## src/logic/ctrl_pkg.sv

```systemverilog
package ctrl_pkg;

    // ------------------------------
    // Sequencer states and classes
    // ------------------------------
    typedef enum logic [3:0] {
        ST_FETCH       = 4'd0,
        ST_DECODE      = 4'd1,
        ST_MEMADDR     = 4'd2,
        ST_MEMREAD     = 4'd3,
        ST_MEMWB       = 4'd4,
        ST_MEMWRITE    = 4'd5,
        ST_EXECUTER    = 4'd6,
        ST_ALUWB       = 4'd7,
        ST_EXECUTEI    = 4'd8,
        ST_JAL         = 4'd9,
        ST_BRANCH      = 4'd10,
        ST_LOADI       = 4'd11,
        ST_TRAP        = 4'd12,
        ST_CSR_EXECUTE = 4'd14, // 13 stays free.
        ST_CSR_WB      = 4'd15
    } ctrl_state_e;

    typedef enum logic [3:0] {
        CL_LOAD      = 4'd0,
        CL_ALU_IMM   = 4'd1,
        CL_JALR      = 4'd2,
        CL_ALU_IMM_W = 4'd3,
        CL_STORE     = 4'd4,
        CL_ALU_REG   = 4'd5,
        CL_ALU_REG_W = 4'd6,
        CL_BRANCH    = 4'd7,
        CL_JUMP      = 4'd8,
        CL_AUIPC     = 4'd9,
        CL_LUI       = 4'd10,
        CL_SYSTEM    = 4'd12,
        CL_ILLEGAL   = 4'd13
    } instr_class_e;

    localparam logic [6:0] OPC_LOAD      = 7'b0000011;
    localparam logic [6:0] OPC_ALU_IMM   = 7'b0010011;
    localparam logic [6:0] OPC_JALR      = 7'b1100111;
    localparam logic [6:0] OPC_ALU_IMM_W = 7'b0011011;
    localparam logic [6:0] OPC_STORE     = 7'b0100011;
    localparam logic [6:0] OPC_ALU_REG   = 7'b0110011;
    localparam logic [6:0] OPC_ALU_REG_W = 7'b0111011;
    localparam logic [6:0] OPC_BRANCH    = 7'b1100011;
    localparam logic [6:0] OPC_JAL       = 7'b1101111;
    localparam logic [6:0] OPC_AUIPC     = 7'b0010111;
    localparam logic [6:0] OPC_LUI       = 7'b0110111;
    localparam logic [6:0] OPC_SYSTEM    = 7'b1110011;

    // Two views of one instruction word.
    typedef struct packed {
        logic [6:0] funct7;
        logic [4:0] rs2;
        logic [4:0] rs1;
        logic [2:0] funct3;
        logic [4:0] rd;
        logic [6:0] opcode;
    } r_fields_t;

    typedef struct packed {
        logic [11:0] imm; // CSR address or ecall/ebreak.
        logic [4:0]  rs1;
        logic [2:0]  funct3;
        logic [4:0]  rd;
        logic [6:0]  opcode;
    } i_fields_t;

    typedef union packed {
        r_fields_t r_view;
        i_fields_t i_view;
    } instr_word_u;

    // ------------------------------
    // Datapath selects
    // ------------------------------
    typedef enum logic [2:0] {
        ALUOP_ADD    = 3'd0,
        ALUOP_BRANCH = 3'd1,
        ALUOP_ALU    = 3'd2,
        ALUOP_ALU_W  = 3'd3,
        ALUOP_CSR    = 3'd4
    } alu_op_e;

    typedef enum logic [2:0] {
        RES_ALU_OUT    = 3'd0,
        RES_MEM_DATA   = 3'd1,
        RES_ALU_RESULT = 3'd2,
        RES_IMM_EXT    = 3'd3,
        RES_CSR_DATA   = 3'd4,
        RES_OLD_PC     = 3'd6
    } result_src_e;

    // Source 1 and source 2 share the width but not the meaning.
    typedef logic [1:0] alu_src_e;
    localparam alu_src_e SRC1_PC     = 2'd0;
    localparam alu_src_e SRC1_OLD_PC = 2'd1;
    localparam alu_src_e SRC1_REG    = 2'd2;
    localparam alu_src_e SRC1_IMM    = 2'd3;
    localparam alu_src_e SRC2_REG    = 2'd0;
    localparam alu_src_e SRC2_IMM    = 2'd1;
    localparam alu_src_e SRC2_FOUR   = 2'd2;
    localparam alu_src_e SRC2_CSR    = 2'd3;

    typedef enum logic [1:0] {
        CSR_MEPC   = 2'd0,
        CSR_MCAUSE = 2'd1,
        CSR_MTVEC  = 2'd2
    } csr_sel_e;

    typedef enum logic [1:0] {
        CSRC_READ_DATA = 2'd0,
        CSRC_WB_DATA   = 2'd1,
        CSRC_JUMP_ADDR = 2'd2
    } csr_src_e;

    localparam logic [3:0] MCAUSE_FETCH_MA = 4'd0;
    localparam logic [3:0] MCAUSE_ILLEGAL  = 4'd2;
    localparam logic [3:0] MCAUSE_BREAK    = 4'd3;
    localparam logic [3:0] MCAUSE_LOAD_MA  = 4'd4;
    localparam logic [3:0] MCAUSE_STORE_MA = 4'd6;
    localparam logic [3:0] MCAUSE_ECALL    = 4'd11;

    // ------------------------------
    // Bundles
    // ------------------------------
    typedef struct packed {
        logic stall_instr;
        logic stall_data;
        logic instr_addr_ma;
        logic load_addr_ma;
        logic store_addr_ma;
        logic illegal_load;
        logic illegal_alu;
    } status_t;

    typedef struct packed {
        alu_op_e     alu_op;
        result_src_e result_src;
        alu_src_e    alu_src_1;
        alu_src_e    alu_src_2;
        logic        pc_src;
        logic        reg_write_en;
        logic        pc_update;
        logic        mem_write_en;
        logic        instr_write_en;
        logic        branch;
        logic        mem_reg_we;
        logic        fetch_state;
        logic        reg_mem_addr_we;
    } dp_ctrl_t;

    typedef struct packed {
        logic start_i_cache;
        logic start_d_cache;
    } mem_start_t;

    typedef struct packed {
        logic       csr_we;
        logic       csr_reg_we;
        logic       csr_write_src; // Selects the mcause value.
        csr_sel_e   csr_write_addr;
        csr_sel_e   csr_read_addr;
        csr_src_e   csr_src_control;
        logic [3:0] mcause;
    } csr_ctrl_t;

    typedef struct packed {
        instr_class_e cls;
        logic         sys_csr; // SYSTEM with funct3 nonzero.
        logic         f3_imm;
        logic         m_ext;
        logic         brk;
    } decode_t;

endpackage

```

## src/logic/trap_detect.sv

```systemverilog
module trap_detect
    import ctrl_pkg::*;
(
    input  ctrl_state_e i_state,
    input  decode_t     i_dec,
    input  status_t     i_status,
    output logic        o_trap,
    output logic [3:0]  o_mcause
);

    // One trap source set per state.
    always_comb begin
        o_trap   = 1'b0;
        o_mcause = 4'd0;

        case (i_state)
            ST_FETCH: begin
                if (i_status.instr_addr_ma) begin
                    o_trap   = 1'b1;
                    o_mcause = MCAUSE_FETCH_MA;
                end
            end

            ST_DECODE: begin
                if (i_dec.cls == CL_ILLEGAL) begin
                    o_trap   = 1'b1;
                    o_mcause = MCAUSE_ILLEGAL;
                end else if ((i_dec.cls == CL_SYSTEM) && !i_dec.sys_csr) begin
                    o_trap   = 1'b1;
                    o_mcause = i_dec.brk ? MCAUSE_BREAK : MCAUSE_ECALL;
                end
            end

            ST_MEMREAD: begin
                if (i_status.illegal_load) begin
                    o_trap   = 1'b1;
                    o_mcause = MCAUSE_ILLEGAL; // Wins over misalignment.
                end else if (i_status.load_addr_ma) begin
                    o_trap   = 1'b1;
                    o_mcause = MCAUSE_LOAD_MA;
                end
            end

            ST_MEMWRITE: begin
                if (i_status.store_addr_ma) begin
                    o_trap   = 1'b1;
                    o_mcause = MCAUSE_STORE_MA;
                end
            end

            ST_ALUWB: begin
                if (i_status.illegal_alu || i_dec.m_ext) begin
                    o_trap   = 1'b1;
                    o_mcause = MCAUSE_ILLEGAL;
                end
            end

            ST_CSR_EXECUTE: begin
                if (i_status.illegal_alu) begin
                    o_trap   = 1'b1;
                    o_mcause = MCAUSE_ILLEGAL;
                end
            end

            default: ;
        endcase
    end

endmodule

```

## config.mk

```make
export PLATFORM = sky130hd
export DESIGN_NAME = trap_detect
export DESIGN_NICKNAME = d
export VERILOG_FILES = /design/src/logic/ctrl_pkg.sv /design/src/logic/trap_detect.sv
export SDC_FILE = /design/constraint.sdc
export NUM_CORES = 1
export LEC_CHECK = 0
export BUFFER_PORTS_ARGS = -buffer_cell sky130_fd_sc_hd__buf_2
export CORE_AREA = 3 3 40 42
export DETAILED_ROUTE_END_ITERATION = 10
export DIE_AREA = 0 0 43 45
export REMOVE_ABC_BUFFERS = 1
export SKIP_LAST_GASP = 1
export SLEW_MARGIN = 40
export SYNTH_ARGS = -nofsm -noshare
export SYNTH_HDL_FRONTEND = slang
export SYNTH_SLANG_ARGS = --single-unit
```

## constraint.sdc

```tcl
create_clock -name vclk -period 1.9
set_input_delay 0.095 -clock vclk [all_inputs]
set_output_delay 0.095 -clock vclk [all_outputs]
set_load 0.02 [all_outputs]
```

* Word-level counts from Yosys, hierarchy flattened
Cells that the tools add are included.
** Storage, ports and cells
- Logic and storage cells :: 29
- Bits in registers :: 0
** Operators by class
- Equality and inequality tests :: 7
- Multiplexer cells :: 18
- Reduce and logical (&&, ||, !) cells :: 4
** Operator list (count)
- one-hot mux 4 bit (5 select lines) :: 1
- equality test 4 bit, second input constant :: 3
- 2-to-1 mux 4 bit :: 3
- 2-to-1 mux 3 bit :: 3
- equality test 4 x 3 -> 1 bit, second input constant :: 2
- 2-to-1 mux 1 bit :: 8
- one-hot mux 1 bit (6 select lines) :: 1
- equality test 4 x 1 -> 1 bit, second input constant :: 1
- equality test 4 x 2 -> 1 bit, second input constant :: 1
- zero test 4 bit :: 1
- 2-to-1 mux 2 bit :: 2
- logical AND 1 bit :: 1
- zero test 1 bit :: 1
- logical OR 1 bit :: 1

* Longest topological paths before layout
- Word-level depth :: 5
- Depth in mapped cells :: 4
- Gate-level depth less buffers :: 4

* Least setup slack after synthesis
OpenSTA, ideal clock, no wires.
- Path type :: input port to output port
- From :: in i_state[3]
- To :: out o_mcause[3]
- Data arrival time :: 1.305 ns
- Stages on the path :: 3
- Setup slack :: 0.500 ns
- Data required time :: 1.805 ns
- Path buffers :: 0
- Path through :: nand4b_1 -> or4_4 -> nor4_1
** Between the ends
- Word-level cells in the longest chain between the ends :: 2
- Elaborated cells on any way between the ends :: 6
** Ends and longest elaborated chain
- start: declaration :: RTL line trap_detect.sv:4 : input ctrl_state_e i_state,
- equality test 4 bit (tied with other cells) :: RTL line trap_detect.sv:16 : case (i_state)
- one-hot mux 4 bit (5 select lines) (*) :: RTL line trap_detect.sv:16
- end: declaration :: RTL line trap_detect.sv:8 : output logic [3:0] o_mcause
Mark *: on every way between the ends. The rest lies on a longest branch, timed or not.

* Worst setup path in the final report
- From :: in i_state[3]
- To :: out o_trap
** Between the ends
- Word-level cells in the longest chain between the ends :: 2
- Elaborated cells on any way between the ends :: 7
** Ends and longest elaborated chain
- equality test 4 bit (tied with other cells) :: RTL line trap_detect.sv:16
- one-hot mux 1 bit (6 select lines) (*) :: RTL line trap_detect.sv:16
- end: declaration :: RTL line trap_detect.sv:7 : output logic o_trap,
Marks and branches as above.

==> metrics <==
synthesized area per cell=6.63 um^2; Worst setup EP type=primary output; Max Clk Rate=726 MHz; Hold EP=o_mcause[3]; DRC=0; Die Wd=around 43 um; Diodes inserted=0; vias in the first global route=205; CP required=1.80 ns; worst hold start=i_dec[0]; Layout area overhead=93.4%; critical path class=in2out; post-layout instance area=256 um^2; post-CTS setup buffers=0; total power=43.4 uW; sum of negative setup slack=0 ns; adder-cell share of the synthesized area=0%; Worst setup SP type=input port; initial core utilization=10.3%; Resize count post-CTS=0; FF+latch count=0; worst min path class=in2out; CP Data Arrival Time=1.28 ns; Post-Syn Area=133 um^2; ratio of cells with drive above 1 in the final layout=53.7%; Post-Route WL=501 um; area leader, netlist=nand3b_1; Vias per Instance=4.25; top-area cell type share of the netlist area=between 10% and 20%; initial DRC count=5; Synthesis Warnings=0; # nets final=just over 60; crit-path max cell delay=0.43 ns; Core Region=1280 um^2; GR Util All Layers=4.64%; crit path max fanout=4; initial antenna violation count=0; pre-CTS setup slack=0.515 ns; DRT antenna net count=0; endpoints failing setup=0; CLK BUF=0; GRT Residual Overflow=0; CP Cell Sequence=buf_2 > nand4b_1 > or4_4 > a21o_1 > o311ai_1 > buf_2; RD Place Congestion=0.658; Die ar.=about 1900 um^2; # rows=13; dpl cell area=around 260 um^2; Tcrit/Tclk final=a little over 70%; outcome=completed; CP max-delay cell=or4_4; hold_buf cts=0; average wire per standard cell=8.95 um; number of I/O pins=24; Final Critical Period=1.38 ns; MaxCap Viol Count=0; Die Y=between 40 and 50 um; top cells by area, synth=nand3b_1, a31oi_1, nand4bb_1; fillers=161; worst hold stages=3; Slew headroom=84.2%; Setup WS post-layout=0.523 ns; power density over cell area=169 nW/um^2; Vias=~240; Port Buffer Count=21; top cells by count, synth=a21oi_1, a31oi_1, nand2_1, nand3b_1; Worst VDD drop=between 0.03 and 0.04 mV; pin count of the biggest net entering global routing=8; Compound-Gate Fraction of Synth Area=34.0%; Synth Area in XOR/XNOR=0%; largest family of logic cells by synthesized area=simple AND/OR/NAND/NOR gates; hpwl dp=469 um; Synth Instances=20; sequential-to-total area share from yosys stat=0%; crit-path most repeated cell=buf_2; Synth cell types=16; first-pass GRT wire length=759 um; flip-flop and latch area=0 um^2; multiplexer share of the synthesized area=0%; unrepaired setup endpoints after global routing=no; Leakage=0.131 nW; Synth Area in Simple Gates=63.2%; actual slew at the worst max-slew pin=0.233 ns; Pre-Repair DR Iteration Count=3; count of pins over their slew limit=0; Final Hold Viols=0
critical path: cells and delay by family:
| kind | cells | cell delay (ns) |
|---|---|---|
| AO/OA/AOI/OAI | 2 | 0.26 |
| buffers and inverters | 2 | 0.33 |
| AND/OR/NAND/NOR | 2 | 0.59 |
cell families after synthesis:
| logic type | count (synthesis) |
|---|---|
| AO/OA/AOI/OAI | 7 |
| buffers and inverters | 1 |
| AND/OR/NAND/NOR | 12 |
worst max-delay path by stage:
| stage | start | endpoint | slack [ns] | depth (start not counted) |
|---|---|---|---|---|
| final | i_state[3] | o_trap | 0.52 | 6 |
| after global routing | i_state[3] | o_trap | 0.47 | 6 |
| after CTS | i_state[3] | o_trap | 0.52 | 6 |
| after detailed placement | i_state[3] | o_trap | 0.52 | 6 |
| after global placement | i_state[3] | o_trap | 0.53 | 6 |
| after floorplan | i_state[3] | o_mcause[3] | 0.50 | 3 |
placed cells by master (no fill, tap or decap):
master / Yosys / layout
nor3_1: 1 / 1
inv_1: 1 / 1
nand3b_1: 2 / 2
a21o_1: 1 / 1
nor3b_1: 1 / 1
nor2_1: 1 / 1
nor4_1: 1 / 1
nand4b_1: 1 / 1
buf_2: 0 / 21
or2b_1: 1 / 1
a21oi_1: 2 / 2
o311ai_1: 1 / 1
a31oi_1: 2 / 2
or4_4: 1 / 1
nand2_1: 2 / 2
nand4bb_1: 1 / 1
o22ai_1: 1 / 1
power breakdown:
part	internal, mW	switching, mW	total, mW
Clock	0	0	0
Sequential	0	0	0
Combinational	0.0217	0.0217	0.0434
Total	0.0217	0.0217	0.0434
per-stage QoR:
step	cells	hold WS [ns]	utilization (%)
6_report	56	0.446	20.0
5_1_grt	56	0.451	20.0
4_1_cts	56	0.447	20.0
3_5_place_dp	56	0.447	20.0
3_3_place_gp	56	0.444	20.0
2_1_floorplan	20	0.272	-
layout make-up:
class                           instances  area [um^2]  area share [%]
Multi-Input combinational cell         19          129            50.2
Tap cell                               15         18.8            7.32
Timing Repair Buffer                   21          105            41.0
Inverter                                1         3.75            1.46
layer usage:
metal / global-route usage (%) / vias up / part of all wire, %
met5: 0 / - / 0
met4: 0 / 0 / 0
met3: 1.20 / 0 / 15
met2: 8.38 / 12 / 46
met1: 5.95 / 101 / 40
li1: - / 125 / -
Note: power is estimated with default switching activity, not from simulation.
