===== src/logic/ctrl_pkg.sv =====
package ctrl_pkg;

    // ------------------------------
    // Sequencer states and classes
    // ------------------------------
    typedef enum logic [3:0] {
        ST_FETCH       = 4'd0,
        ST_DECODE      = 4'd1,
        ST_MEMADDR     = 4'd2,
        ST_MEMREAD     = 4'd3,
        ST_MEMWB       = 4'd4,
        ST_MEMWRITE    = 4'd5,
        ST_EXECUTER    = 4'd6,
        ST_ALUWB       = 4'd7,
        ST_EXECUTEI    = 4'd8,
        ST_JAL         = 4'd9,
        ST_BRANCH      = 4'd10,
        ST_LOADI       = 4'd11,
        ST_TRAP        = 4'd12,
        ST_CSR_EXECUTE = 4'd14, // 13 stays free.
        ST_CSR_WB      = 4'd15
    } ctrl_state_e;

    typedef enum logic [3:0] {
        CL_LOAD      = 4'd0,
        CL_ALU_IMM   = 4'd1,
        CL_JALR      = 4'd2,
        CL_ALU_IMM_W = 4'd3,
        CL_STORE     = 4'd4,
        CL_ALU_REG   = 4'd5,
        CL_ALU_REG_W = 4'd6,
        CL_BRANCH    = 4'd7,
        CL_JUMP      = 4'd8,
        CL_AUIPC     = 4'd9,
        CL_LUI       = 4'd10,
        CL_SYSTEM    = 4'd12,
        CL_ILLEGAL   = 4'd13
    } instr_class_e;

    localparam logic [6:0] OPC_LOAD      = 7'b0000011;
    localparam logic [6:0] OPC_ALU_IMM   = 7'b0010011;
    localparam logic [6:0] OPC_JALR      = 7'b1100111;
    localparam logic [6:0] OPC_ALU_IMM_W = 7'b0011011;
    localparam logic [6:0] OPC_STORE     = 7'b0100011;
    localparam logic [6:0] OPC_ALU_REG   = 7'b0110011;
    localparam logic [6:0] OPC_ALU_REG_W = 7'b0111011;
    localparam logic [6:0] OPC_BRANCH    = 7'b1100011;
    localparam logic [6:0] OPC_JAL       = 7'b1101111;
    localparam logic [6:0] OPC_AUIPC     = 7'b0010111;
    localparam logic [6:0] OPC_LUI       = 7'b0110111;
    localparam logic [6:0] OPC_SYSTEM    = 7'b1110011;

    // Two views of one instruction word.
    typedef struct packed {
        logic [6:0] funct7;
        logic [4:0] rs2;
        logic [4:0] rs1;
        logic [2:0] funct3;
        logic [4:0] rd;
        logic [6:0] opcode;
    } r_fields_t;

    typedef struct packed {
        logic [11:0] imm; // CSR address or ecall/ebreak.
        logic [4:0]  rs1;
        logic [2:0]  funct3;
        logic [4:0]  rd;
        logic [6:0]  opcode;
    } i_fields_t;

    typedef union packed {
        r_fields_t r_view;
        i_fields_t i_view;
    } instr_word_u;

    // ------------------------------
    // Datapath selects
    // ------------------------------
    typedef enum logic [2:0] {
        ALUOP_ADD    = 3'd0,
        ALUOP_BRANCH = 3'd1,
        ALUOP_ALU    = 3'd2,
        ALUOP_ALU_W  = 3'd3,
        ALUOP_CSR    = 3'd4
    } alu_op_e;

    typedef enum logic [2:0] {
        RES_ALU_OUT    = 3'd0,
        RES_MEM_DATA   = 3'd1,
        RES_ALU_RESULT = 3'd2,
        RES_IMM_EXT    = 3'd3,
        RES_CSR_DATA   = 3'd4,
        RES_OLD_PC     = 3'd6
    } result_src_e;

    // Source 1 and source 2 share the width but not the meaning.
    typedef logic [1:0] alu_src_e;
    localparam alu_src_e SRC1_PC     = 2'd0;
    localparam alu_src_e SRC1_OLD_PC = 2'd1;
    localparam alu_src_e SRC1_REG    = 2'd2;
    localparam alu_src_e SRC1_IMM    = 2'd3;
    localparam alu_src_e SRC2_REG    = 2'd0;
    localparam alu_src_e SRC2_IMM    = 2'd1;
    localparam alu_src_e SRC2_FOUR   = 2'd2;
    localparam alu_src_e SRC2_CSR    = 2'd3;

    typedef enum logic [1:0] {
        CSR_MEPC   = 2'd0,
        CSR_MCAUSE = 2'd1,
        CSR_MTVEC  = 2'd2
    } csr_sel_e;

    typedef enum logic [1:0] {
        CSRC_READ_DATA = 2'd0,
        CSRC_WB_DATA   = 2'd1,
        CSRC_JUMP_ADDR = 2'd2
    } csr_src_e;

    localparam logic [3:0] MCAUSE_FETCH_MA = 4'd0;
    localparam logic [3:0] MCAUSE_ILLEGAL  = 4'd2;
    localparam logic [3:0] MCAUSE_BREAK    = 4'd3;
    localparam logic [3:0] MCAUSE_LOAD_MA  = 4'd4;
    localparam logic [3:0] MCAUSE_STORE_MA = 4'd6;
    localparam logic [3:0] MCAUSE_ECALL    = 4'd11;

    // ------------------------------
    // Bundles
    // ------------------------------
    typedef struct packed {
        logic stall_instr;
        logic stall_data;
        logic instr_addr_ma;
        logic load_addr_ma;
        logic store_addr_ma;
        logic illegal_load;
        logic illegal_alu;
    } status_t;

    typedef struct packed {
        alu_op_e     alu_op;
        result_src_e result_src;
        alu_src_e    alu_src_1;
        alu_src_e    alu_src_2;
        logic        pc_src;
        logic        reg_write_en;
        logic        pc_update;
        logic        mem_write_en;
        logic        instr_write_en;
        logic        branch;
        logic        mem_reg_we;
        logic        fetch_state;
        logic        reg_mem_addr_we;
    } dp_ctrl_t;

    typedef struct packed {
        logic start_i_cache;
        logic start_d_cache;
    } mem_start_t;

    typedef struct packed {
        logic       csr_we;
        logic       csr_reg_we;
        logic       csr_write_src; // Selects the mcause value.
        csr_sel_e   csr_write_addr;
        csr_sel_e   csr_read_addr;
        csr_src_e   csr_src_control;
        logic [3:0] mcause;
    } csr_ctrl_t;

    typedef struct packed {
        instr_class_e cls;
        logic         sys_csr; // SYSTEM with funct3 nonzero.
        logic         f3_imm;
        logic         m_ext;
        logic         brk;
    } decode_t;

endpackage


===== src/logic/ctrl_out_decode.sv =====
module ctrl_out_decode
    import ctrl_pkg::*;
(
    input  ctrl_state_e i_state,
    input  decode_t     i_dec,
    input  status_t     i_status,
    input  logic        i_trap,
    input  logic [3:0]  i_mcause,
    input  instr_word_u i_instr,
    output dp_ctrl_t    o_dp,
    output mem_start_t  o_mem,
    output csr_ctrl_t   o_csr
);

    csr_sel_e csr_field;

    // CSR select sits in instruction bits 22:21.
    assign csr_field = csr_sel_e'(i_instr.i_view.imm[2:1]);

    always_comb begin
        o_dp  = '0;
        o_mem = '0;
        o_csr = '0;
        o_csr.csr_write_addr = csr_field;
        o_csr.csr_read_addr  = csr_field;

        case (i_state)
            // ------------------------------
            // Fetch and decode
            // ------------------------------
            ST_FETCH: begin
                o_mem.start_i_cache   = 1'b1;
                o_dp.fetch_state      = 1'b1;
                o_dp.instr_write_en   = !i_status.stall_instr;
                o_dp.pc_update        = !i_status.stall_instr;
                o_dp.alu_src_1        = SRC1_PC;
                o_dp.alu_src_2        = SRC2_FOUR; // PC + 4.
                o_dp.result_src       = RES_ALU_RESULT;
            end

            ST_DECODE: begin
                o_dp.alu_src_1 = SRC1_OLD_PC; // Branch and jump target.
                o_dp.alu_src_2 = SRC2_IMM;
            end

            // ------------------------------
            // Memory access
            // ------------------------------
            ST_MEMADDR: begin
                o_dp.alu_src_1       = SRC1_REG;
                o_dp.alu_src_2       = SRC2_IMM;
                o_dp.result_src      = RES_ALU_RESULT;
                o_dp.reg_mem_addr_we = 1'b1;
            end

            ST_MEMREAD: begin
                o_mem.start_d_cache = 1'b1;
                o_dp.mem_reg_we     = !i_status.stall_data;
                o_dp.alu_src_1      = SRC1_REG;
                o_dp.alu_src_2      = SRC2_IMM;
            end

            ST_MEMWB: begin
                o_dp.result_src   = RES_MEM_DATA;
                o_dp.reg_write_en = 1'b1;
            end

            ST_MEMWRITE: begin
                o_mem.start_d_cache = 1'b1;
                o_dp.mem_write_en   = !i_status.stall_data;
                o_dp.mem_reg_we     = !i_status.stall_data;
                o_dp.alu_src_1      = SRC1_REG;
                o_dp.alu_src_2      = SRC2_IMM;
            end

            // ------------------------------
            // Execute and write-back
            // ------------------------------
            ST_EXECUTER: begin
                o_dp.alu_src_1 = SRC1_REG;
                o_dp.alu_src_2 = SRC2_REG;
                o_dp.alu_op    = (i_dec.cls == CL_ALU_REG_W) ? ALUOP_ALU_W : ALUOP_ALU;
            end

            ST_EXECUTEI: begin
                o_dp.alu_src_1 = SRC1_REG;
                o_dp.alu_src_2 = SRC2_IMM;
                o_dp.alu_op    = (i_dec.cls == CL_ALU_IMM_W) ? ALUOP_ALU_W : ALUOP_ALU;
            end

            ST_ALUWB: o_dp.reg_write_en = 1'b1;

            ST_JAL: begin
                o_dp.alu_src_1 = SRC1_OLD_PC; // Link address.
                o_dp.alu_src_2 = SRC2_FOUR;
                o_dp.pc_update = 1'b1;
                o_csr.csr_read_addr   = CSR_MEPC;
                o_csr.csr_src_control = CSRC_READ_DATA;
            end

            ST_BRANCH: begin
                o_dp.alu_src_1 = SRC1_REG;
                o_dp.alu_src_2 = SRC2_REG;
                o_dp.alu_op    = ALUOP_BRANCH;
                o_dp.branch    = 1'b1;
            end

            ST_LOADI: begin
                o_dp.result_src   = RES_IMM_EXT;
                o_dp.reg_write_en = 1'b1;
            end

            ST_TRAP: begin
                o_csr.csr_read_addr   = CSR_MTVEC;
                o_csr.csr_src_control = CSRC_JUMP_ADDR;
                o_csr.csr_write_addr  = CSR_MEPC; // Save the faulting PC.
                o_csr.csr_we          = 1'b1;
                o_dp.pc_src           = 1'b1;
                o_dp.pc_update        = 1'b1;
                o_dp.result_src       = RES_OLD_PC;
            end

            // ------------------------------
            // CSR access
            // ------------------------------
            ST_CSR_EXECUTE: begin
                o_dp.alu_src_1   = i_dec.f3_imm ? SRC1_IMM : SRC1_REG;
                o_dp.alu_src_2   = SRC2_CSR;
                o_dp.alu_op      = ALUOP_CSR;
                o_dp.result_src  = RES_ALU_RESULT;
                o_csr.csr_we     = 1'b1;
                o_csr.csr_reg_we = 1'b1; // Old CSR value to a register.
            end

            ST_CSR_WB: begin
                o_dp.reg_write_en     = 1'b1;
                o_dp.result_src       = RES_CSR_DATA;
                o_csr.csr_src_control = CSRC_WB_DATA;
            end

            default: ;
        endcase

        // A trap records its cause and cancels the cache request.
        if (i_trap) begin
            o_csr.csr_we         = 1'b1;
            o_csr.csr_write_src  = 1'b1;
            o_csr.csr_write_addr = CSR_MCAUSE;
            o_csr.mcause         = i_mcause;
            o_mem                = '0;
        end

        assert (!o_csr.csr_write_src || o_csr.csr_we)
        else $error("ctrl_out_decode: mcause source without a CSR write");
        assert (!(o_dp.reg_write_en && o_dp.mem_write_en))
        else $error("ctrl_out_decode: register and memory write together");
    end

endmodule


===== config.mk =====
export PLATFORM = sky130hd
export DESIGN_NAME = ctrl_out_decode
export DESIGN_NICKNAME = d
export VERILOG_FILES = /design/src/logic/ctrl_pkg.sv /design/src/logic/ctrl_out_decode.sv
export SDC_FILE = /design/constraint.sdc
export NUM_CORES = 1
export LEC_CHECK = 0
export BUFFER_PORTS_ARGS = -buffer_cell sky130_fd_sc_hd__buf_2
export CORE_UTILIZATION = 28
export DETAILED_ROUTE_END_ITERATION = 6
export GPL_TIMING_DRIVEN = 0
export PLACE_DENSITY = 0.89
export REMOVE_ABC_BUFFERS = 1
export SETUP_SLACK_MARGIN = 0.1
export SLEW_MARGIN = 10
export SYNTH_ARGS = -nofsm -noshare
export SYNTH_HDL_FRONTEND = slang
export SYNTH_SLANG_ARGS = --single-unit

===== constraint.sdc =====
create_clock -name vclk -period 1.6
set_clock_uncertainty 0.1 [all_clocks]
set_input_delay 0.32 -clock vclk [all_inputs]
set_output_delay 0.32 -clock vclk [all_outputs]
set_load 0.005 [all_outputs]

==> Yosys cells after proc, flatten, opt, wreduce, memory -nomap -nowiden <==
Index checks and enable logic that the tools add are counted.
{ "word_totals": {"regBits": 0, "wordCells": 51, "input_bits": 56} }
{ "op_classes": {"muxes": 25, "eq_ne": 16, "reduce_logical": 10} }
{ "op_table": {"columns": ["op", "count"], "rows": [
  ["equality test 4 bit (second input constant)", 7],
  ["case mux 4 bit (6 select lines)", 1],
  ["equality test 4 x 3 -> 1 bit (second input constant)", 5],
  ["2-to-1 mux 1 bit", 15],
  ["case mux 3 bit (5 select lines)", 1],
  ["equality test 4 x 2 -> 1 bit (second input constant)", 3],
  ["case mux 3 bit (4 select lines)", 1],
  ["case mux 2 bit (2 select lines)", 2],
  ["OR reduction 2 bit", 4],
  ["OR reduction 4 bit", 2],
  ["equality test 4 x 1 -> 1 bit (second input constant)", 1],
  ["logical NOT 4 bit", 1],
  ["2-to-1 mux 2 bit", 2],
  ["2-to-1 mux 4 bit", 1],
  ["2-to-1 mux 3 bit", 1],
  ["OR reduction 3 bit", 1],
  ["logical NOT 1 bit", 2],
  ["case mux 1 bit (2 select lines)", 1]
]} }

==> Longest topological paths before layout <==
{ "logic_depth": {"depth_word": 4, "ltp_mapped": 6, "ltp_nobuf": 4} }

==> Least setup slack after synthesis <==
OpenSTA, ideal clock, no wires.
{ "synth_path": {"kind": "in2out", "startpoint": "in i_state[2]", "endpoint": "out o_dp[16] (netlist name)", "n_path_buf": 1, "arrival_ns": 1.159, "path_stages": 5, "path_slack_ns": 0.021, "required_ns": 1.180, "path_cell_list": "buf_6 -> and3b_4 -> o21ai_2 -> nor4b_1 -> or3_1"} }
{ "synth_lines": {"columns": ["item", "line", "rtl"], "rows": [
  ["from (decl)", "ctrl_out_decode.sv:4", "input ctrl_state_e i_state,"],
  ["to (decl)", "ctrl_out_decode.sv:10", "output dp_ctrl_t o_dp,"]
]} }

==> flow_summary.toml <==
[run_status]
status = "finished, violations left"
failed_checks = "DRC, setup timing"

[drt]
antenna_left = 0
detail_route.wl_per_cell_um = 16.0
dr.first_iter.drc_count = 9
dr.max_layer_used = "met4"
drtPass1Iterations = 5
via_per_inst = 5.24
drt-met1-wl_mm = 1.12
vias = 865
drc = 3
dr_wl_met3_um = 81
wl_mm = 2.65
wl_met2_mm = 1.41

[setup_path]
end_kind = "primary output"
start_kind = "primary input"
cpPeakStageDelay_ns = 0.35
crit_chain = "buf_12, nand2b_1, nor2_2, nor4b_2, or3_1, buf_2"
critical_path_buf_inv_count = 2
cpMaxStageDelayCell = "or3_1"
cp_max_fo = 6
cp.arrival_ns = 1.35
required_ns = 1.18
crit_end = "o_dp[16]"
path_depth = 6
worstSetupPathType = "in2out"
cp_top_family = "simple AND/OR/NAND/NOR gates"
startpoint = "i_state[2]"

[power_and_ir_drop]
switching_share_pct = 44.0
peakVddDrop_mv = 0.162
powerDensity_mw_per_mm2 = 263
pwr-share-clk_pct = 0
power_frac_comb_pct = 100.0
seq_power_share_pct = 0
switchingPower_uw = 149
p_leak_uw = 0.000650
p_int_uw = 190

[cells_and_area]
clock_buffer_count = 0
multiInputGateArea_um2 = 637
seq_cells = 0
num-fill-cells = 92
final_core_util_pct = 82.7
regArea_um2 = 0
finalNetCount = 207
syn_to_final_growth_pct = 165
insertedDiodeCount = 0
drive_gt1_share_pct = 73.2

[die]
io_pins = 90
fp.coreArea_mm2 = 0.00156
die_area_mm2 = 0.00191
row_count = 14
start_util_pct = 31.2
fp.dieH_um = 43.7
die_width_um = 43.7

[yosys]
synth_top_area_share_pct = 13.1
ys_warn_count = 0
synth_area_leader_cell = "nor2_1"
syn_avg_cell_area_um2 = 6.01
seq_area_frac_synth_pct = 0
netlist_area_um2 = 487
synth.distinct_cells = 34
yosysMostFrequentCell = "nor2_1"
syn_inst = 81
synth_area_leaders = "nor2_1 13%, nand2_1 5.4%, xor2_1 5.4%"
synth_common_cells = "17 x nor2_1, 7 x nand2_1, 4 x and2_1, 4 x nand2b_1, 4 x o21ai_0"

[global_route]
grt_first_pass_wirelength_mm = 3.42
grt_max_degree = 11
grt_pass1_vias = 763
overflow = 0
grt_antenna_before_repair = 0
grt_use_total_pct = 23.0

[timing]
tightest_slew_ns = 0.215
relSlewSlack_pct = 85.7
whs_ns = 0.797
finalMaxSlewViolations = 0
rsz0062_at_grt = "true"
setup_ws_ns = -0.172
finalSetupViolCount = 4
hold_viol_final = 0
finalCritPeriodShare_pct = 111
period_minus_slack_ns = 1.77
fmax_mhz = 564

[placement]
portBuffers = 52
place.gp.congestion = 0.704
place_ws_ns = -0.381
hpwlAfterDp_mm = 1.22

[hold_path]
hp-class = "in2out"

[run]
maxCapViolCount = 0
==> power groups by stage <==
stage	combinational (uW)	sequential, uW	clock [uW]
2_1_floorplan	73.3	0	0
3_3_place_gp	161	0	0
3_5_place_dp	165	0	0
4_1_cts	287	0	0
5_1_grt	357	0	0
6_report	339	0	0
==> kinds of logic (layout without fill, tap and decap cells) <==
group,Yosys count,after routing,synth area share (%)
multiplexers,1,1,2.06
AO/OA/AOI/OAI,17,17,22.6
XOR/XNOR,3,3,5.40
AND/OR/NAND/NOR,49,50,55.3
buffers and inverters,11,78,14.7
==> cell type report <==
cell class	count	area share (%)
tap	16	1.55
inverter	2	0.582
timing repair buffer	76	48.5
multi-input combinational	71	49.4
==> tightest hold or removal path, stage by stage <==
cell and delay (ns):
buf_2 0.10, nor3_2 0.04, buf_2 0.12
==> layout by cell type (no fill, tap or decap), drive strengths merged <==
cell,netlist,layout
bufbuf,0,2
o21bai,1,1
and3b,2,2
o21a,1,1
nor3b,3,3
o22a,1,1
and2,4,4
a21boi,1,1
nand2,7,8
o22ai,2,2
or2,1,1
xor2,3,3
nor2,17,17
o21ai,5,5
or2b,1,1
mux2i,1,1
nor3,3,3
or3,2,2
nor2b,1,1
nand3b,1,1
buf,8,74
inv,2,2
nand2b,4,4
o32ai,1,1
nand3,1,1
a31oi,1,1
nor4b,2,2
a21oi,3,3
o31ai,1,1
==> metrics by stage <==
step	instance area, um2	TNS [ns]	power, uW	std cells
after detailed placement	703	-2.36	165	140
final	1290	-0.339	339	165
after floorplan	423	0	73.3	72
after CTS	1140	-0.314	287	159
after global routing	1290	-0.589	357	165
after global placement	703	-2.05	161	140
==> metal layers <==
metal	global-route usage, %	vias to the layer above
li1	-	417
met1	28.2	414
met2	43.3	28
met3	1.67	6
met4	4.38	0
met5	0	-
==> worst min-delay path by stage <==
| stage | from | to | cells past startpoint |
|---|---|---|---|
| 2_1_floorplan | i_trap | o_csr[10] | 0 |
| 3_3_place_gp | i_status[6] | o_dp[4] | 3 |
| 6_report | i_status[5] | o_dp[5] | 3 |
| 5_1_grt | i_status[5] | o_dp[5] | 3 |
| 3_5_place_dp | i_status[6] | o_dp[4] | 3 |
| 4_1_cts | i_status[6] | o_dp[4] | 3 |
==> timing repair <==
action                                 CTS  global route
hold buffers                             0             0
pin swaps                               24            19
resized for setup                       59            21
setup buffers                           17             8
setup endpoints to repair               28            21
cloned                                   2             1
endpoints found under the hold margin    0             0
(Power assumes the default switching activity.)
