**src/logic/ctrl_pkg.sv**
```systemverilog
package ctrl_pkg;

    // ------------------------------
    // Sequencer states and classes
    // ------------------------------
    typedef enum logic [3:0] {
        ST_FETCH       = 4'd0,
        ST_DECODE      = 4'd1,
        ST_MEMADDR     = 4'd2,
        ST_MEMREAD     = 4'd3,
        ST_MEMWB       = 4'd4,
        ST_MEMWRITE    = 4'd5,
        ST_EXECUTER    = 4'd6,
        ST_ALUWB       = 4'd7,
        ST_EXECUTEI    = 4'd8,
        ST_JAL         = 4'd9,
        ST_BRANCH      = 4'd10,
        ST_LOADI       = 4'd11,
        ST_TRAP        = 4'd12,
        ST_CSR_EXECUTE = 4'd14, // 13 stays free.
        ST_CSR_WB      = 4'd15
    } ctrl_state_e;

    typedef enum logic [3:0] {
        CL_LOAD      = 4'd0,
        CL_ALU_IMM   = 4'd1,
        CL_JALR      = 4'd2,
        CL_ALU_IMM_W = 4'd3,
        CL_STORE     = 4'd4,
        CL_ALU_REG   = 4'd5,
        CL_ALU_REG_W = 4'd6,
        CL_BRANCH    = 4'd7,
        CL_JUMP      = 4'd8,
        CL_AUIPC     = 4'd9,
        CL_LUI       = 4'd10,
        CL_SYSTEM    = 4'd12,
        CL_ILLEGAL   = 4'd13
    } instr_class_e;

    localparam logic [6:0] OPC_LOAD      = 7'b0000011;
    localparam logic [6:0] OPC_ALU_IMM   = 7'b0010011;
    localparam logic [6:0] OPC_JALR      = 7'b1100111;
    localparam logic [6:0] OPC_ALU_IMM_W = 7'b0011011;
    localparam logic [6:0] OPC_STORE     = 7'b0100011;
    localparam logic [6:0] OPC_ALU_REG   = 7'b0110011;
    localparam logic [6:0] OPC_ALU_REG_W = 7'b0111011;
    localparam logic [6:0] OPC_BRANCH    = 7'b1100011;
    localparam logic [6:0] OPC_JAL       = 7'b1101111;
    localparam logic [6:0] OPC_AUIPC     = 7'b0010111;
    localparam logic [6:0] OPC_LUI       = 7'b0110111;
    localparam logic [6:0] OPC_SYSTEM    = 7'b1110011;

    // Two views of one instruction word.
    typedef struct packed {
        logic [6:0] funct7;
        logic [4:0] rs2;
        logic [4:0] rs1;
        logic [2:0] funct3;
        logic [4:0] rd;
        logic [6:0] opcode;
    } r_fields_t;

    typedef struct packed {
        logic [11:0] imm; // CSR address or ecall/ebreak.
        logic [4:0]  rs1;
        logic [2:0]  funct3;
        logic [4:0]  rd;
        logic [6:0]  opcode;
    } i_fields_t;

    typedef union packed {
        r_fields_t r_view;
        i_fields_t i_view;
    } instr_word_u;

    // ------------------------------
    // Datapath selects
    // ------------------------------
    typedef enum logic [2:0] {
        ALUOP_ADD    = 3'd0,
        ALUOP_BRANCH = 3'd1,
        ALUOP_ALU    = 3'd2,
        ALUOP_ALU_W  = 3'd3,
        ALUOP_CSR    = 3'd4
    } alu_op_e;

    typedef enum logic [2:0] {
        RES_ALU_OUT    = 3'd0,
        RES_MEM_DATA   = 3'd1,
        RES_ALU_RESULT = 3'd2,
        RES_IMM_EXT    = 3'd3,
        RES_CSR_DATA   = 3'd4,
        RES_OLD_PC     = 3'd6
    } result_src_e;

    // Source 1 and source 2 share the width but not the meaning.
    typedef logic [1:0] alu_src_e;
    localparam alu_src_e SRC1_PC     = 2'd0;
    localparam alu_src_e SRC1_OLD_PC = 2'd1;
    localparam alu_src_e SRC1_REG    = 2'd2;
    localparam alu_src_e SRC1_IMM    = 2'd3;
    localparam alu_src_e SRC2_REG    = 2'd0;
    localparam alu_src_e SRC2_IMM    = 2'd1;
    localparam alu_src_e SRC2_FOUR   = 2'd2;
    localparam alu_src_e SRC2_CSR    = 2'd3;

    typedef enum logic [1:0] {
        CSR_MEPC   = 2'd0,
        CSR_MCAUSE = 2'd1,
        CSR_MTVEC  = 2'd2
    } csr_sel_e;

    typedef enum logic [1:0] {
        CSRC_READ_DATA = 2'd0,
        CSRC_WB_DATA   = 2'd1,
        CSRC_JUMP_ADDR = 2'd2
    } csr_src_e;

    localparam logic [3:0] MCAUSE_FETCH_MA = 4'd0;
    localparam logic [3:0] MCAUSE_ILLEGAL  = 4'd2;
    localparam logic [3:0] MCAUSE_BREAK    = 4'd3;
    localparam logic [3:0] MCAUSE_LOAD_MA  = 4'd4;
    localparam logic [3:0] MCAUSE_STORE_MA = 4'd6;
    localparam logic [3:0] MCAUSE_ECALL    = 4'd11;

    // ------------------------------
    // Bundles
    // ------------------------------
    typedef struct packed {
        logic stall_instr;
        logic stall_data;
        logic instr_addr_ma;
        logic load_addr_ma;
        logic store_addr_ma;
        logic illegal_load;
        logic illegal_alu;
    } status_t;

    typedef struct packed {
        alu_op_e     alu_op;
        result_src_e result_src;
        alu_src_e    alu_src_1;
        alu_src_e    alu_src_2;
        logic        pc_src;
        logic        reg_write_en;
        logic        pc_update;
        logic        mem_write_en;
        logic        instr_write_en;
        logic        branch;
        logic        mem_reg_we;
        logic        fetch_state;
        logic        reg_mem_addr_we;
    } dp_ctrl_t;

    typedef struct packed {
        logic start_i_cache;
        logic start_d_cache;
    } mem_start_t;

    typedef struct packed {
        logic       csr_we;
        logic       csr_reg_we;
        logic       csr_write_src; // Selects the mcause value.
        csr_sel_e   csr_write_addr;
        csr_sel_e   csr_read_addr;
        csr_src_e   csr_src_control;
        logic [3:0] mcause;
    } csr_ctrl_t;

    typedef struct packed {
        instr_class_e cls;
        logic         sys_csr; // SYSTEM with funct3 nonzero.
        logic         f3_imm;
        logic         m_ext;
        logic         brk;
    } decode_t;

endpackage

```
**src/logic/state_seq.sv**
```systemverilog
module state_seq
    import ctrl_pkg::*;
(
    input  logic        clk,
    input  logic        arstn,
    input  decode_t     i_dec,
    input  status_t     i_status,
    input  logic        i_trap,
    output ctrl_state_e o_state
);

    ctrl_state_e state;
    ctrl_state_e next_state;

    always_ff @(posedge clk or negedge arstn) begin
        if (!arstn) begin
            state <= ST_FETCH;
        end else begin
            state <= next_state;
        end
    end

    // ------------------------------
    // Next state
    // ------------------------------
    always_comb begin
        next_state = state;

        if (i_trap) begin
            next_state = ST_TRAP; // Beats any stall.
        end else begin
            case (state)
                ST_FETCH:    if (!i_status.stall_instr) next_state = ST_DECODE;

                ST_DECODE: begin
                    case (i_dec.cls)
                        CL_LOAD, CL_STORE, CL_JALR:       next_state = ST_MEMADDR;
                        CL_ALU_IMM, CL_ALU_IMM_W:         next_state = ST_EXECUTEI;
                        CL_ALU_REG, CL_ALU_REG_W:         next_state = ST_EXECUTER;
                        CL_BRANCH:                        next_state = ST_BRANCH;
                        CL_JUMP:                          next_state = ST_JAL;
                        CL_AUIPC:                         next_state = ST_ALUWB;
                        CL_LUI:                           next_state = ST_LOADI;
                        CL_SYSTEM:                        next_state = ST_CSR_EXECUTE;
                        default:                          next_state = ST_FETCH;
                    endcase
                end

                ST_MEMADDR: begin
                    case (i_dec.cls)
                        CL_LOAD:  next_state = ST_MEMREAD;
                        CL_STORE: next_state = ST_MEMWRITE;
                        CL_JALR:  next_state = ST_JAL; // Target is in the ALU register.
                        default:  next_state = ST_FETCH;
                    endcase
                end

                ST_MEMREAD:  if (!i_status.stall_data) next_state = ST_MEMWB;
                ST_MEMWRITE: if (!i_status.stall_data) next_state = ST_FETCH;

                ST_EXECUTER,
                ST_EXECUTEI,
                ST_JAL:         next_state = ST_ALUWB;

                ST_CSR_EXECUTE: next_state = ST_CSR_WB;

                default:        next_state = ST_FETCH; // Write-back, BRANCH, LOADI, TRAP.
            endcase
        end
    end

    assign o_state = state;

    a_no_free_code: assert property (@(posedge clk) disable iff (!arstn)
        state != ctrl_state_e'(4'd13));

    // Trap entry lasts one cycle.
    a_trap_to_fetch: assert property (@(posedge clk) disable iff (!arstn)
        state == ST_TRAP |=> state == ST_FETCH);

endmodule

```
**config.mk**
```make
export PLATFORM = sky130hd
export DESIGN_NAME = state_seq
export DESIGN_NICKNAME = d
export VERILOG_FILES = /design/src/logic/ctrl_pkg.sv /design/src/logic/state_seq.sv
export SDC_FILE = /design/constraint.sdc
export NUM_CORES = 1
export LEC_CHECK = 0
export BUFFER_PORTS_ARGS = -buffer_cell sky130_fd_sc_hd__buf_2
export CORE_AREA = 8 8 45 47
export CTS_BUF_LIST = sky130_fd_sc_hd__clkbuf_8
export CTS_CLUSTER_SIZE = 10
export DETAILED_ROUTE_END_ITERATION = 8
export DIE_AREA = 0 0 53 55
export PLACE_DENSITY = 0.73
export SLEW_MARGIN = 0
export SYNTH_ARGS = -nofsm -noshare
export SYNTH_HDL_FRONTEND = slang
export SYNTH_SLANG_ARGS = --single-unit
```
**constraint.sdc**
```tcl
create_clock -name clk -period 1.18 [get_ports clk]
set_input_delay 0.118 -clock clk [delete_from_list [all_inputs] [get_ports clk]]
set_output_delay 0.118 -clock clk [all_outputs]
set_load 0.1 [all_outputs]
```
## Yosys cells after proc, flatten, opt, wreduce, memory -nomap -nowiden

Memory sizes are Yosys's and may differ from the RTL's.
Index checks and enable logic that the tools add are counted.

| word-level totals | value |
|---|---|
| logic and storage cells | 25 |
| bits in registers | 4 |
| bits in writable memories | 0 |
| memory bits (read-only) | 64 |
| memories kept | 1 |
| input port bits | 18 |
| output and inout bits | 4 |
| bits in latches | 0 |

Memory list:

| memory | words | width | read ports | clocked after Yosys merged registers in | wr ports | RTL line | RTL |
|---|---|---|---|---|---|---|---|
| (name not given) | 16 | 4 | 1 | 0 | 0 | state_seq.sv:36 | `case (i_dec.cls)` |

| cells by class | value |
|---|---|
| $mul | 0 |
| magnitude comparators | 0 |
| bitwise gates (word level) | 0 |
| eq/ne operators | 13 |
| multiplexer cells | 6 |
| add/subtract/negate cells | 0 |
| reduce and logical (&&, ||, !) cells | 4 |
| div/mod/pow operators | 0 |
| shift-type cells | 0 |

Operators with widths:

| operator | count |
|---|---|
| 4-bit one-hot mux with 7 select lines | 1 |
| 4-bit two-way mux | 4 |
| 4-bit by 2-bit equality test with 1-bit output, second input constant | 3 |
| 4-bit by 3-bit equality test with 1-bit output, second input constant | 3 |
| 4-bit equality test, second input constant | 3 |
| 4-bit one-hot mux with 3 select lines | 1 |
| 3-bit != test, second input constant | 3 |
| 4-bit logical NOT | 2 |
| 4-bit by 1-bit equality test with 1-bit output, second input constant | 1 |
| 3-bit AND reduction | 1 |
| 3-bit OR reduction | 1 |

## Longest topological paths before layout

Gate-level depths: netlist (run 1).

| depth | value |
|---|---|
| word-level depth | 4 |
| mapped depth | 6 |
| mapped depth without buffers | 6 |

## Worst setup path after synthesis (run 1)

OpenSTA, ideal clock, no wires.

| timing | value |
|---|---|
| kind | register to register |
| from | register state[3] (netlist: o_state[3]) |
| to | register state[2] (netlist: o_state[2]) |
| path buffers | 0 |
| setup slack | -665 ps |
| required time | 1,018 ps |
| stages on the path, launching flop included | 5 |
| clock period less this slack | 1,845 ps |
| library setup time | 162 ps |
| data arrival time | 1,682 ps |
| cells stage by stage | dfrtp_1 > nor2_2 > a311o_1 > nand3_2 > o311ai_2 |

| on the way | value |
|---|---|
| word-level cells in the longest chain between the ends | 4 |
| elaborated cells on any way between the ends | 16 |
| classes of those cells | 11 x eq/ne; 2 x mux; 3 x reduce/logical |

Ends and longest elaborated chain:

| element | RTL line | RTL |
|---|---|---|
| start: declaration | state_seq.sv:12 | `ctrl_state_e state;` |
| start signal: assignment | state_seq.sv:19 | `state <= next_state;` |
| 4-bit by 3-bit equality test with 1-bit output or 4-bit equality test (tied branches) | state_seq.sv:32 | `case (state)` |
| 3-bit OR reduction | state_seq.sv:32 |  |
| 4-bit one-hot mux with 7 select lines | state_seq.sv:32 |  |
| 4-bit two-way mux | state_seq.sv:29 | `if (i_trap) begin` |

Several ways; a longest one is shown, not always the timed one.
A chain may end at the register's enable or synchronous reset.

## Worst setup path in the final report (run 1)

| timing | value |
|---|---|
| from | register state[1] (netlist: o_state[1]) |
| to | register state[0] (netlist: o_state[0]) |

Same word-level chain as after synthesis.

==> results of run 1 <==
## synthesized netlist by cell type (all sizes together)
cell type,number,area [um^2]
nor3,1,5.00
nor2b,3,21.3
ha,5,62.6
nand2,5,18.8
o31ai,1,7.51
a21boi,1,7.51
dfrtp,4,100
a41oi,1,8.76
mux2i,4,40.0
o21ai,5,25.0
nor3b,1,7.51
nand3,2,15.0
or4,1,7.51
a31oi,1,6.26
o211ai,1,7.51
nand2b,1,6.26
a311o,2,20.0
o32ai,1,8.76
o311ai,2,25.0
buf,3,27.5
a21oi,3,15.0
nor2,3,13.8
nand3b,1,7.51
inv,3,11.3
## logic make-up (layout without fill, tap and decap cells)
logic type / count (synthesis) / in the layout / synth area share (%)
DFF: 4 / 4 / 21.1
buffers and inverters: 6 / 33 / 8.16
muxes: 4 / 4 / 8.42
adders and majority gates: 5 / 5 / 13.2
and+or+nand+nor: 18 / 18 / 21.6
AOI/OAI and AO/OA: 18 / 18 / 27.6
## final cells by class
cell class                      count  area share, %
Clock buffer                        3           4.85
Inverter                            3           1.32
Multi-Input combinational cell     45           48.2
Sequential cell                     4           13.5
Tap cell                           16           2.35
Timing Repair Buffer               27           29.8
## critical path, cell delays in order (launching register included)
cell	delay [ns]
dfrtp_4	0.50
or4_4	0.56
o311ai_4	0.09
## path summary, 6_finish.rpt
check                           start          to  slack, ns  cells past startpoint
min reg2reg                o_state[2]  o_state[2]       0.69                      2
min in group clk               i_trap  o_state[0]       0.22                      2
max reg2reg                o_state[1]  o_state[0]      -0.07                      2
max                        o_state[1]  o_state[0]      -0.07                      2
min                             arstn  o_state[0]       0.22                      2
max in group asynchronous       arstn  o_state[1]       0.82                      2
## stage by stage
step	worst slack [ns]	TNS [ns]	std cells	hold slack (ns)	total power, mW
floorplan	-0.237	-0.710	55	-0.178	0.529
global placement	-0.0913	-0.190	88	-0.0766	0.708
detailed placement	-0.108	-0.290	88	-0.0749	0.715
CTS	-0.0711	-0.0835	98	0.203	1.13
global route	-0.110	-0.304	98	0.231	1.20
finish	-0.0728	-0.121	98	0.218	1.14
## metal layers
layer  part of all wire (%)  wire, um  GRT usage (%)
met1                     42       562           10.8
met2                     45       608           17.8
met3                    9.8       131           3.74
met4                    3.0        40           9.05
met5                      0         0              0
## power breakdown
group | total (mW) | internal (mW) | leakage (nW) | switching, mW
Clock | 0.297 | 0.218 | 0.0216 | 0.0791
Combinational | 0.623 | 0.284 | 0.297 | 0.340
Sequential | 0.224 | 0.173 | 0.0444 | 0.0508
Total | 1.14 | 0.675 | 0.363 | 0.470
## what timing repair did
item	4_1_cts	5_1_grt
hold buffers	1	0
endpoints found under the setup margin	5	7
buffers inserted	6	0
gates resized for setup	14	6
pin swaps	7	7
endpoints found under the hold margin	4	0
==> flow_summary.json, run 1 <==
{
  "run_status": "finished, violations left",
  "violations": "setup timing",
  "power.leakage_nw": 0.363,
  "layout_commonest_cell": "buf_4",
  "setup_viol": 4,
  "cts.clk_slew.worst_paths_ns": 0.03,
  "yosysUniqueCellTypes": 29,
  "cp.arrival_ns": 1.38,
  "clockBufferDepth": 2,
  "antenna_cells": 0,
  "io_buffers": 12,
  "wirelength_mm": 1.34,
  "start_kind": "flip-flop",
  "cp-end-kind": "flip-flop",
  "synthesis.nets": 78,
  "die_y_um": 55,
  "hold_violations": 0,
  "finalWeightedCongestion": 0.816,
  "cts_root_buffer": "clkbuf_8",
  "n_fill_cell": 118,
  "period_minus_slack_ns": 1.25,
  "synth.cell_area_um2": 475,
  "dr.pass1.iters": 4,
  "rsz0062_at_grt": "yes",
  "fin_skew_ns": 0.00801,
  "hold_path_class": "in2async",
  "ys_warn_count": 0,
  "seq_area_um2": 115,
  "drc_errors": 0,
  "synth_cells": 55,
  "cts.sinks": 4,
  "timing.slew.headroom_pct": 82.4,
  "rows": 14,
  "grt-ovfl-total": 0,
  "grt_pass1_wl_mm": 2.19,
  "htree_num_levels": 1,
  "drv_cap": 0,
  "num_io_pins": 22,
  "grt_pass1_vias": 498,
  "fmax_mhz": 798,
  "worstPathRequired_ns": 1.30,
  "ant_nets": 0,
  "ys_seq_elements": 4,
  "worstSkewPairLatency_ns": 0.23,
  "numCtsBuffers": 3,
  "fin_ws_ns": -0.0728,
  "vias_per_cell": 5.44,
  "final_cell_mix": "9 x buf_4, 8 x buf_2, 5 x nand2_1, 5 x ha_1, 5 x buf_6",
  "syn_area_per_cell_um2": 8.64,
  "cts_tree": "done",
  "final_cell_area_um2": 852,
  "hpwl_um": 937,
  "antenna_found_initial": 0,
  "post_drt_wl_per_cell_um": 13.7,
  "track_usage_pct": 10.8,
  "nNetsFinal": 107,
  "drtIter0Drc": 6,
  "largest_reg_flops": 4,
  "drive_above_1_share_pct": 57.3,
  "worst_pin_slew_ns": 0.263,
  "grt_start_max_net_pins": 10,
  "crit_path_max_fanout": 4,
  "yosysSeqAreaShare_pct": 21.1,
  "power_density_nw_per_um2": 1340,
  "die_w_um": 53,
  "maxSlewViolCount": 0,
  "area_growth_pct": 79.2,
  "period_share_pct": 106,
  "num_vias": 533,
  "fp.dieArea_um2": 2920,
  "start_util_pct": 34.4,
  "critical_path_class": "reg2reg",
  "fin_util_pct": 61.6,
  "max-vdd-ir-drop_mv": 0.695,
  "placed_cell_area_um2": 681,
  "coreArea_um2": 1380,
  "multiInputGateArea_um2": 410
}
(Power assumes the default switching activity.)
==> run 2, diff against run 1 <==
==> constraint.sdc (replaced) <==
create_clock -name clk -period 1.18 [get_ports clk]
set_input_delay 0.059 -clock clk [delete_from_list [all_inputs] [get_ports clk]]
set_output_delay 0.059 -clock clk [all_outputs]
set_load 0.1 [all_outputs]
==> flow_summary.json, run 2 (same netlist as run 1, synthesis figures left out) <==
{
  "dr.pass1.iters": 4,
  "drive_above_1_share_pct": 53.0,
  "nNetsFinal": 108,
  "power.leakage_nw": 0.355,
  "place_ws_ns": -0.0804,
  "violations": "setup timing",
  "maxSlewViolCount": 0,
  "finalWeightedCongestion": 0.811,
  "rows": 14,
  "grt_pass1_vias": 509,
  "finalPower_mw": 1.10,
  "vias_per_cell": 5.30,
  "hold_path_class": "in2reg",
  "grt-ovfl-total": 0,
  "fin_setup_tns_ns": -0.0757,
  "worst_pin_slew_ns": 0.228,
  "run_status": "finished, violations left",
  "coreArea_um2": 1380,
  "cts_root_buffer": "clkbuf_8",
  "multiInputGateArea_um2": 383,
  "fin_ws_ns": -0.0654,
  "drc_errors": 0,
  "cp-end-kind": "flip-flop",
  "hold_violations": 0,
  "area_growth_pct": 73.4,
  "max-vdd-ir-drop_mv": 0.706,
  "die_w_um": 53,
  "period_share_pct": 106,
  "fin_skew_ns": 0.00452,
  "power_density_nw_per_um2": 1340,
  "num_io_pins": 22,
  "track_usage_pct": 10.3,
  "highest_layer": "met3",
  "grt_pass1_wl_mm": 2.22,
  "seq_area_um2": 115,
  "post_drt_wl_per_cell_um": 13.6,
  "critical_path_class": "reg2reg",
  "antenna_cells": 0,
  "drtIter0Drc": 14,
  "setup_viol": 2,
  "layout_commonest_cell": "buf_4",
  "crit_path_max_fanout": 8,
  "drv_cap": 0,
  "timing.slew.headroom_pct": 84.8,
  "cts_tree": "done",
  "start_kind": "flip-flop",
  "antenna_found_initial": 0,
  "num_vias": 525,
  "n_fill_cell": 127,
  "io_buffers": 12,
  "final_cell_mix": "12 x buf_4, 8 x buf_2, 5 x nand2_1, 5 x ha_1",
  "rsz0062_at_grt": "yes",
  "clockBufferDepth": 2,
  "htree_num_levels": 1,
  "cp.arrival_ns": 1.35,
  "die_y_um": 55,
  "cts.sinks": 4,
  "hpwl_um": 990,
  "cts.clk_slew.worst_paths_ns": 0.03,
  "met1_length_um": 533,
  "period_minus_slack_ns": 1.25,
  "dr_wl_met3_um": 130,
  "wirelength_mm": 1.35,
  "grt_start_max_net_pins": 10,
  "route.met2.wl_um": 687,
  "ant_nets": 0,
  "worstPathRequired_ns": 1.29,
  "fp.dieArea_um2": 2920,
  "largest_reg_flops": 4,
  "fmax_mhz": 803,
  "numCtsBuffers": 3,
  "worstSkewPairLatency_ns": 0.21,
  "start_util_pct": 34.4
}
run 2: cell types whose count changed in the layout (fill, tap and decap cells not counted):
cell      change
o21ai_1       -2
a21oi_1       +1
nand2b_1      +1
nand2b_2      -1
o311ai_4      -1
buf_6         -2
a21oi_2       -1
o21ai_0       +2
a21boi_0      +1
o32ai_2       -1
a21boi_2      -1
o311ai_2      +1
o32ai_1       +1
buf_4         +3
run 2: report_power, final:
group	leakage, nW	switching, mW	total, mW	internal [mW]
Combinational	0.289	0.331	0.605	0.274
Sequential	0.0444	0.0417	0.215	0.173
Clock	0.0216	0.0662	0.283	0.217
run 2: metal layers:
metal	vias to the layer above	global-route usage, %
met5	-	0
met4	0	3.88
met3	0	3.74
met2	21	19.5
met1	241	9.89
li1	263	-
run 2: worst max-delay path: stages (launching register included):
cell and delay [ns]:
dfrtp_4 0.45, nand3_2 0.08, or4_4 0.53, o311ai_2 0.08
run 2: final cells by class:
| class | count | area share (%) |
|---|---|---|
| repair buffers | 28 | 30.8 |
| clock buffers | 3 | 5.01 |
| multi-input cells | 45 | 46.4 |
| flip-flops and latches | 4 | 14.0 |
| inverters | 3 | 1.37 |
| well taps | 16 | 2.43 |
run 2: what timing repair did:
item | CTS | global route
gates resized for setup | 5 | 3
endpoints found under the hold margin | 4 | 0
buffers inserted | 5 | 3
pin swaps | 2 | 4
endpoints found under the setup margin | 3 | 4
hold buffers | 1 | 0
run 2: per-stage QoR:
stage | cells | instance area, um^2 | hold WS (ns) | util (%)
6_report | 99 | 825 | 0.156 | 59.6
5_1_grt | 99 | 825 | 0.177 | 59.6
3_3_place_gp | 87 | 673 | -0.127 | 48.6
3_5_place_dp | 87 | 673 | -0.123 | 48.6
2_1_floorplan | 55 | 510 | -0.237 | -
4_1_cts | 96 | 791 | 0.153 | 57.1
run 2: final timing paths:
path,start,slack (ns),cells past startpoint,endpoint
min in group asynchronous,arstn,0.19,2,o_state[3]
worst max-delay path,o_state[0],-0.07,3,o_state[0]
max in group asynchronous,arstn,0.83,2,o_state[1]
worst min register to register,o_state[1],0.69,2,o_state[0]
worst min-delay path,i_trap,0.16,2,o_state[3]
worst max register to register,o_state[0],-0.07,3,o_state[0]
==> run 3, diff against run 2 <==
--- a/config.mk
+++ b/config.mk
@@ -7,7 +7,6 @@
 export LEC_CHECK = 0
 export BUFFER_PORTS_ARGS = -buffer_cell sky130_fd_sc_hd__buf_2
 export CORE_AREA = 8 8 45 47
-export CTS_BUF_LIST = sky130_fd_sc_hd__clkbuf_8
 export CTS_CLUSTER_SIZE = 10
 export DETAILED_ROUTE_END_ITERATION = 8
 export DIE_AREA = 0 0 53 55
==> flow_summary.json, run 3 (same netlist as run 1, synthesis figures left out) <==
{
  "run_status": "finished, violations left",
  "violations": "setup timing",
  "period_minus_slack_ns": 1.25,
  "place_ws_ns": -0.0804,
  "maxSlewViolCount": 0,
  "final_cell_mix": "12 x buf_4, 8 x buf_2, 5 x nand2_1, 5 x ha_1",
  "grt_pass1_vias": 540,
  "area_growth_pct": 71.1,
  "coreArea_um2": 1380,
  "grt_pass1_wl_mm": 2.22,
  "start_util_pct": 34.4,
  "nNetsFinal": 108,
  "post_drt_wl_per_cell_um": 13.8,
  "p_int_uw": 563,
  "fmax_mhz": 800,
  "largest_reg_flops": 4,
  "max-vdd-ir-drop_mv": 0.437,
  "rsz0062_at_grt": "yes",
  "p_comb_share_pct": 60.5,
  "clockPowerShare_pct": 17.8,
  "antenna_cells": 0,
  "vias_per_cell": 5.40,
  "power_density_nw_per_um2": 1230,
  "setup_viol": 2,
  "fin_ws_ns": -0.0704,
  "n_fill_cell": 128,
  "hpwl_um": 990,
  "hold_path_class": "in2reg",
  "cp.arrival_ns": 1.39,
  "num_io_pins": 22,
  "hold_violations": 0,
  "cts.clk_slew.worst_paths_ns": 0.04,
  "cp-end-kind": "flip-flop",
  "critical_path_class": "reg2reg",
  "fin_skew_ns": 0.000723,
  "num_vias": 535,
  "cts_tree": "done",
  "dr.pass1.iters": 3,
  "worstSkewPairLatency_ns": 0.24,
  "timing.slew.headroom_pct": 85.0,
  "power.leakage_nw": 0.347,
  "drive_above_1_share_pct": 54.2,
  "antenna_found_initial": 0,
  "htree_num_levels": 1,
  "wirelength_mm": 1.37,
  "die_w_um": 53,
  "grt_start_max_net_pins": 10,
  "drc_errors": 0,
  "grt-ovfl-total": 0,
  "pwr-share-seq_pct": 21.7,
  "cts_root_buffer": "clkbuf_4",
  "cts.sinks": 4,
  "netSwitchingFraction_pct": 43.9,
  "start_kind": "flip-flop",
  "clockBufferDepth": 2,
  "fin_setup_tns_ns": -0.0870,
  "track_usage_pct": 10.4,
  "ant_nets": 0,
  "drv_cap": 0,
  "finalWeightedCongestion": 0.811,
  "worstPathRequired_ns": 1.32,
  "period_share_pct": 106,
  "io_buffers": 12,
  "numCtsBuffers": 3,
  "layout_commonest_cell": "buf_4",
  "die_y_um": 55,
  "worst_pin_slew_ns": 0.225,
  "fp.dieArea_um2": 2920,
  "drtIter0Drc": 6,
  "crit_path_max_fanout": 8,
  "switching_power_uw": 440,
  "rows": 14
}
[run 3: path summary, 6_finish.rpt]
check / depth (start not counted) / from / to / slack [ns]
max: 3 / o_state[0] / o_state[0] / -0.07
min: 2 / i_trap / o_state[1] / 0.14
max reg2reg: 3 / o_state[0] / o_state[0] / -0.07
min reg2reg: 2 / o_state[1] / o_state[0] / 0.70
max in group asynchronous: 2 / arstn / o_state[1] / 0.87
min in group asynchronous: 2 / arstn / o_state[3] / 0.16
[run 3: power groups by stage]
stage	Clock, mW	Sequential [mW]	Combinational (mW)
after floorplan	0	0.361	0.168
after global placement	0	0.227	0.478
after detailed placement	0	0.229	0.485
after CTS	0.178	0.213	0.568
after global routing	0.192	0.221	0.644
final	0.178	0.218	0.607
[run 3: layout make-up]
type | instances | area (um^2) | share of cell area [%]
Sequential cell | 4 | 115 | 14.2
Clock buffer | 3 | 22.5 | 2.77
Inverter | 3 | 11.3 | 1.38
Tap cell | 16 | 20.0 | 2.46
Multi-Input combinational cell | 45 | 390 | 48.0
Timing Repair Buffer | 28 | 254 | 31.2
[run 3: worst max-delay path: stages, from the launching register on]
cell      delay (ns)
dfrtp_4         0.45
nand3_2         0.08
or4_4           0.53
o311ai_2        0.08
[run 3: stage by stage]
step	cells	hold slack, ns	util [%]	cell area, um^2	total power, mW
3_3_place_gp	87	-0.127	48.6	673	0.705
6_report	99	0.143	58.8	813	1.00
3_5_place_dp	87	-0.123	48.6	673	0.713
5_1_grt	99	0.160	58.8	813	1.06
2_1_floorplan	55	-0.237	-	510	0.529
4_1_cts	96	0.126	55.8	772	0.960
[run 3: what timing repair did]
action                                 4_1_cts  5_1_grt
hold buffers                                 1        0
gates resized for setup                      5        4
gates cloned                                 0        0
pin swaps                                    2        6
setup endpoints to repair                    3        4
endpoints found under the hold margin        4        0
buffers inserted                             5        3
[run 3: layer usage]
| metal | wire [um] | GRT usage [%] |
|---|---|---|
| met5 | 0 | 0 |
| met3 | 96 | 2.67 |
| met4 | 33 | 6.47 |
| met2 | 689 | 20.1 |
| met1 | 548 | 9.59 |
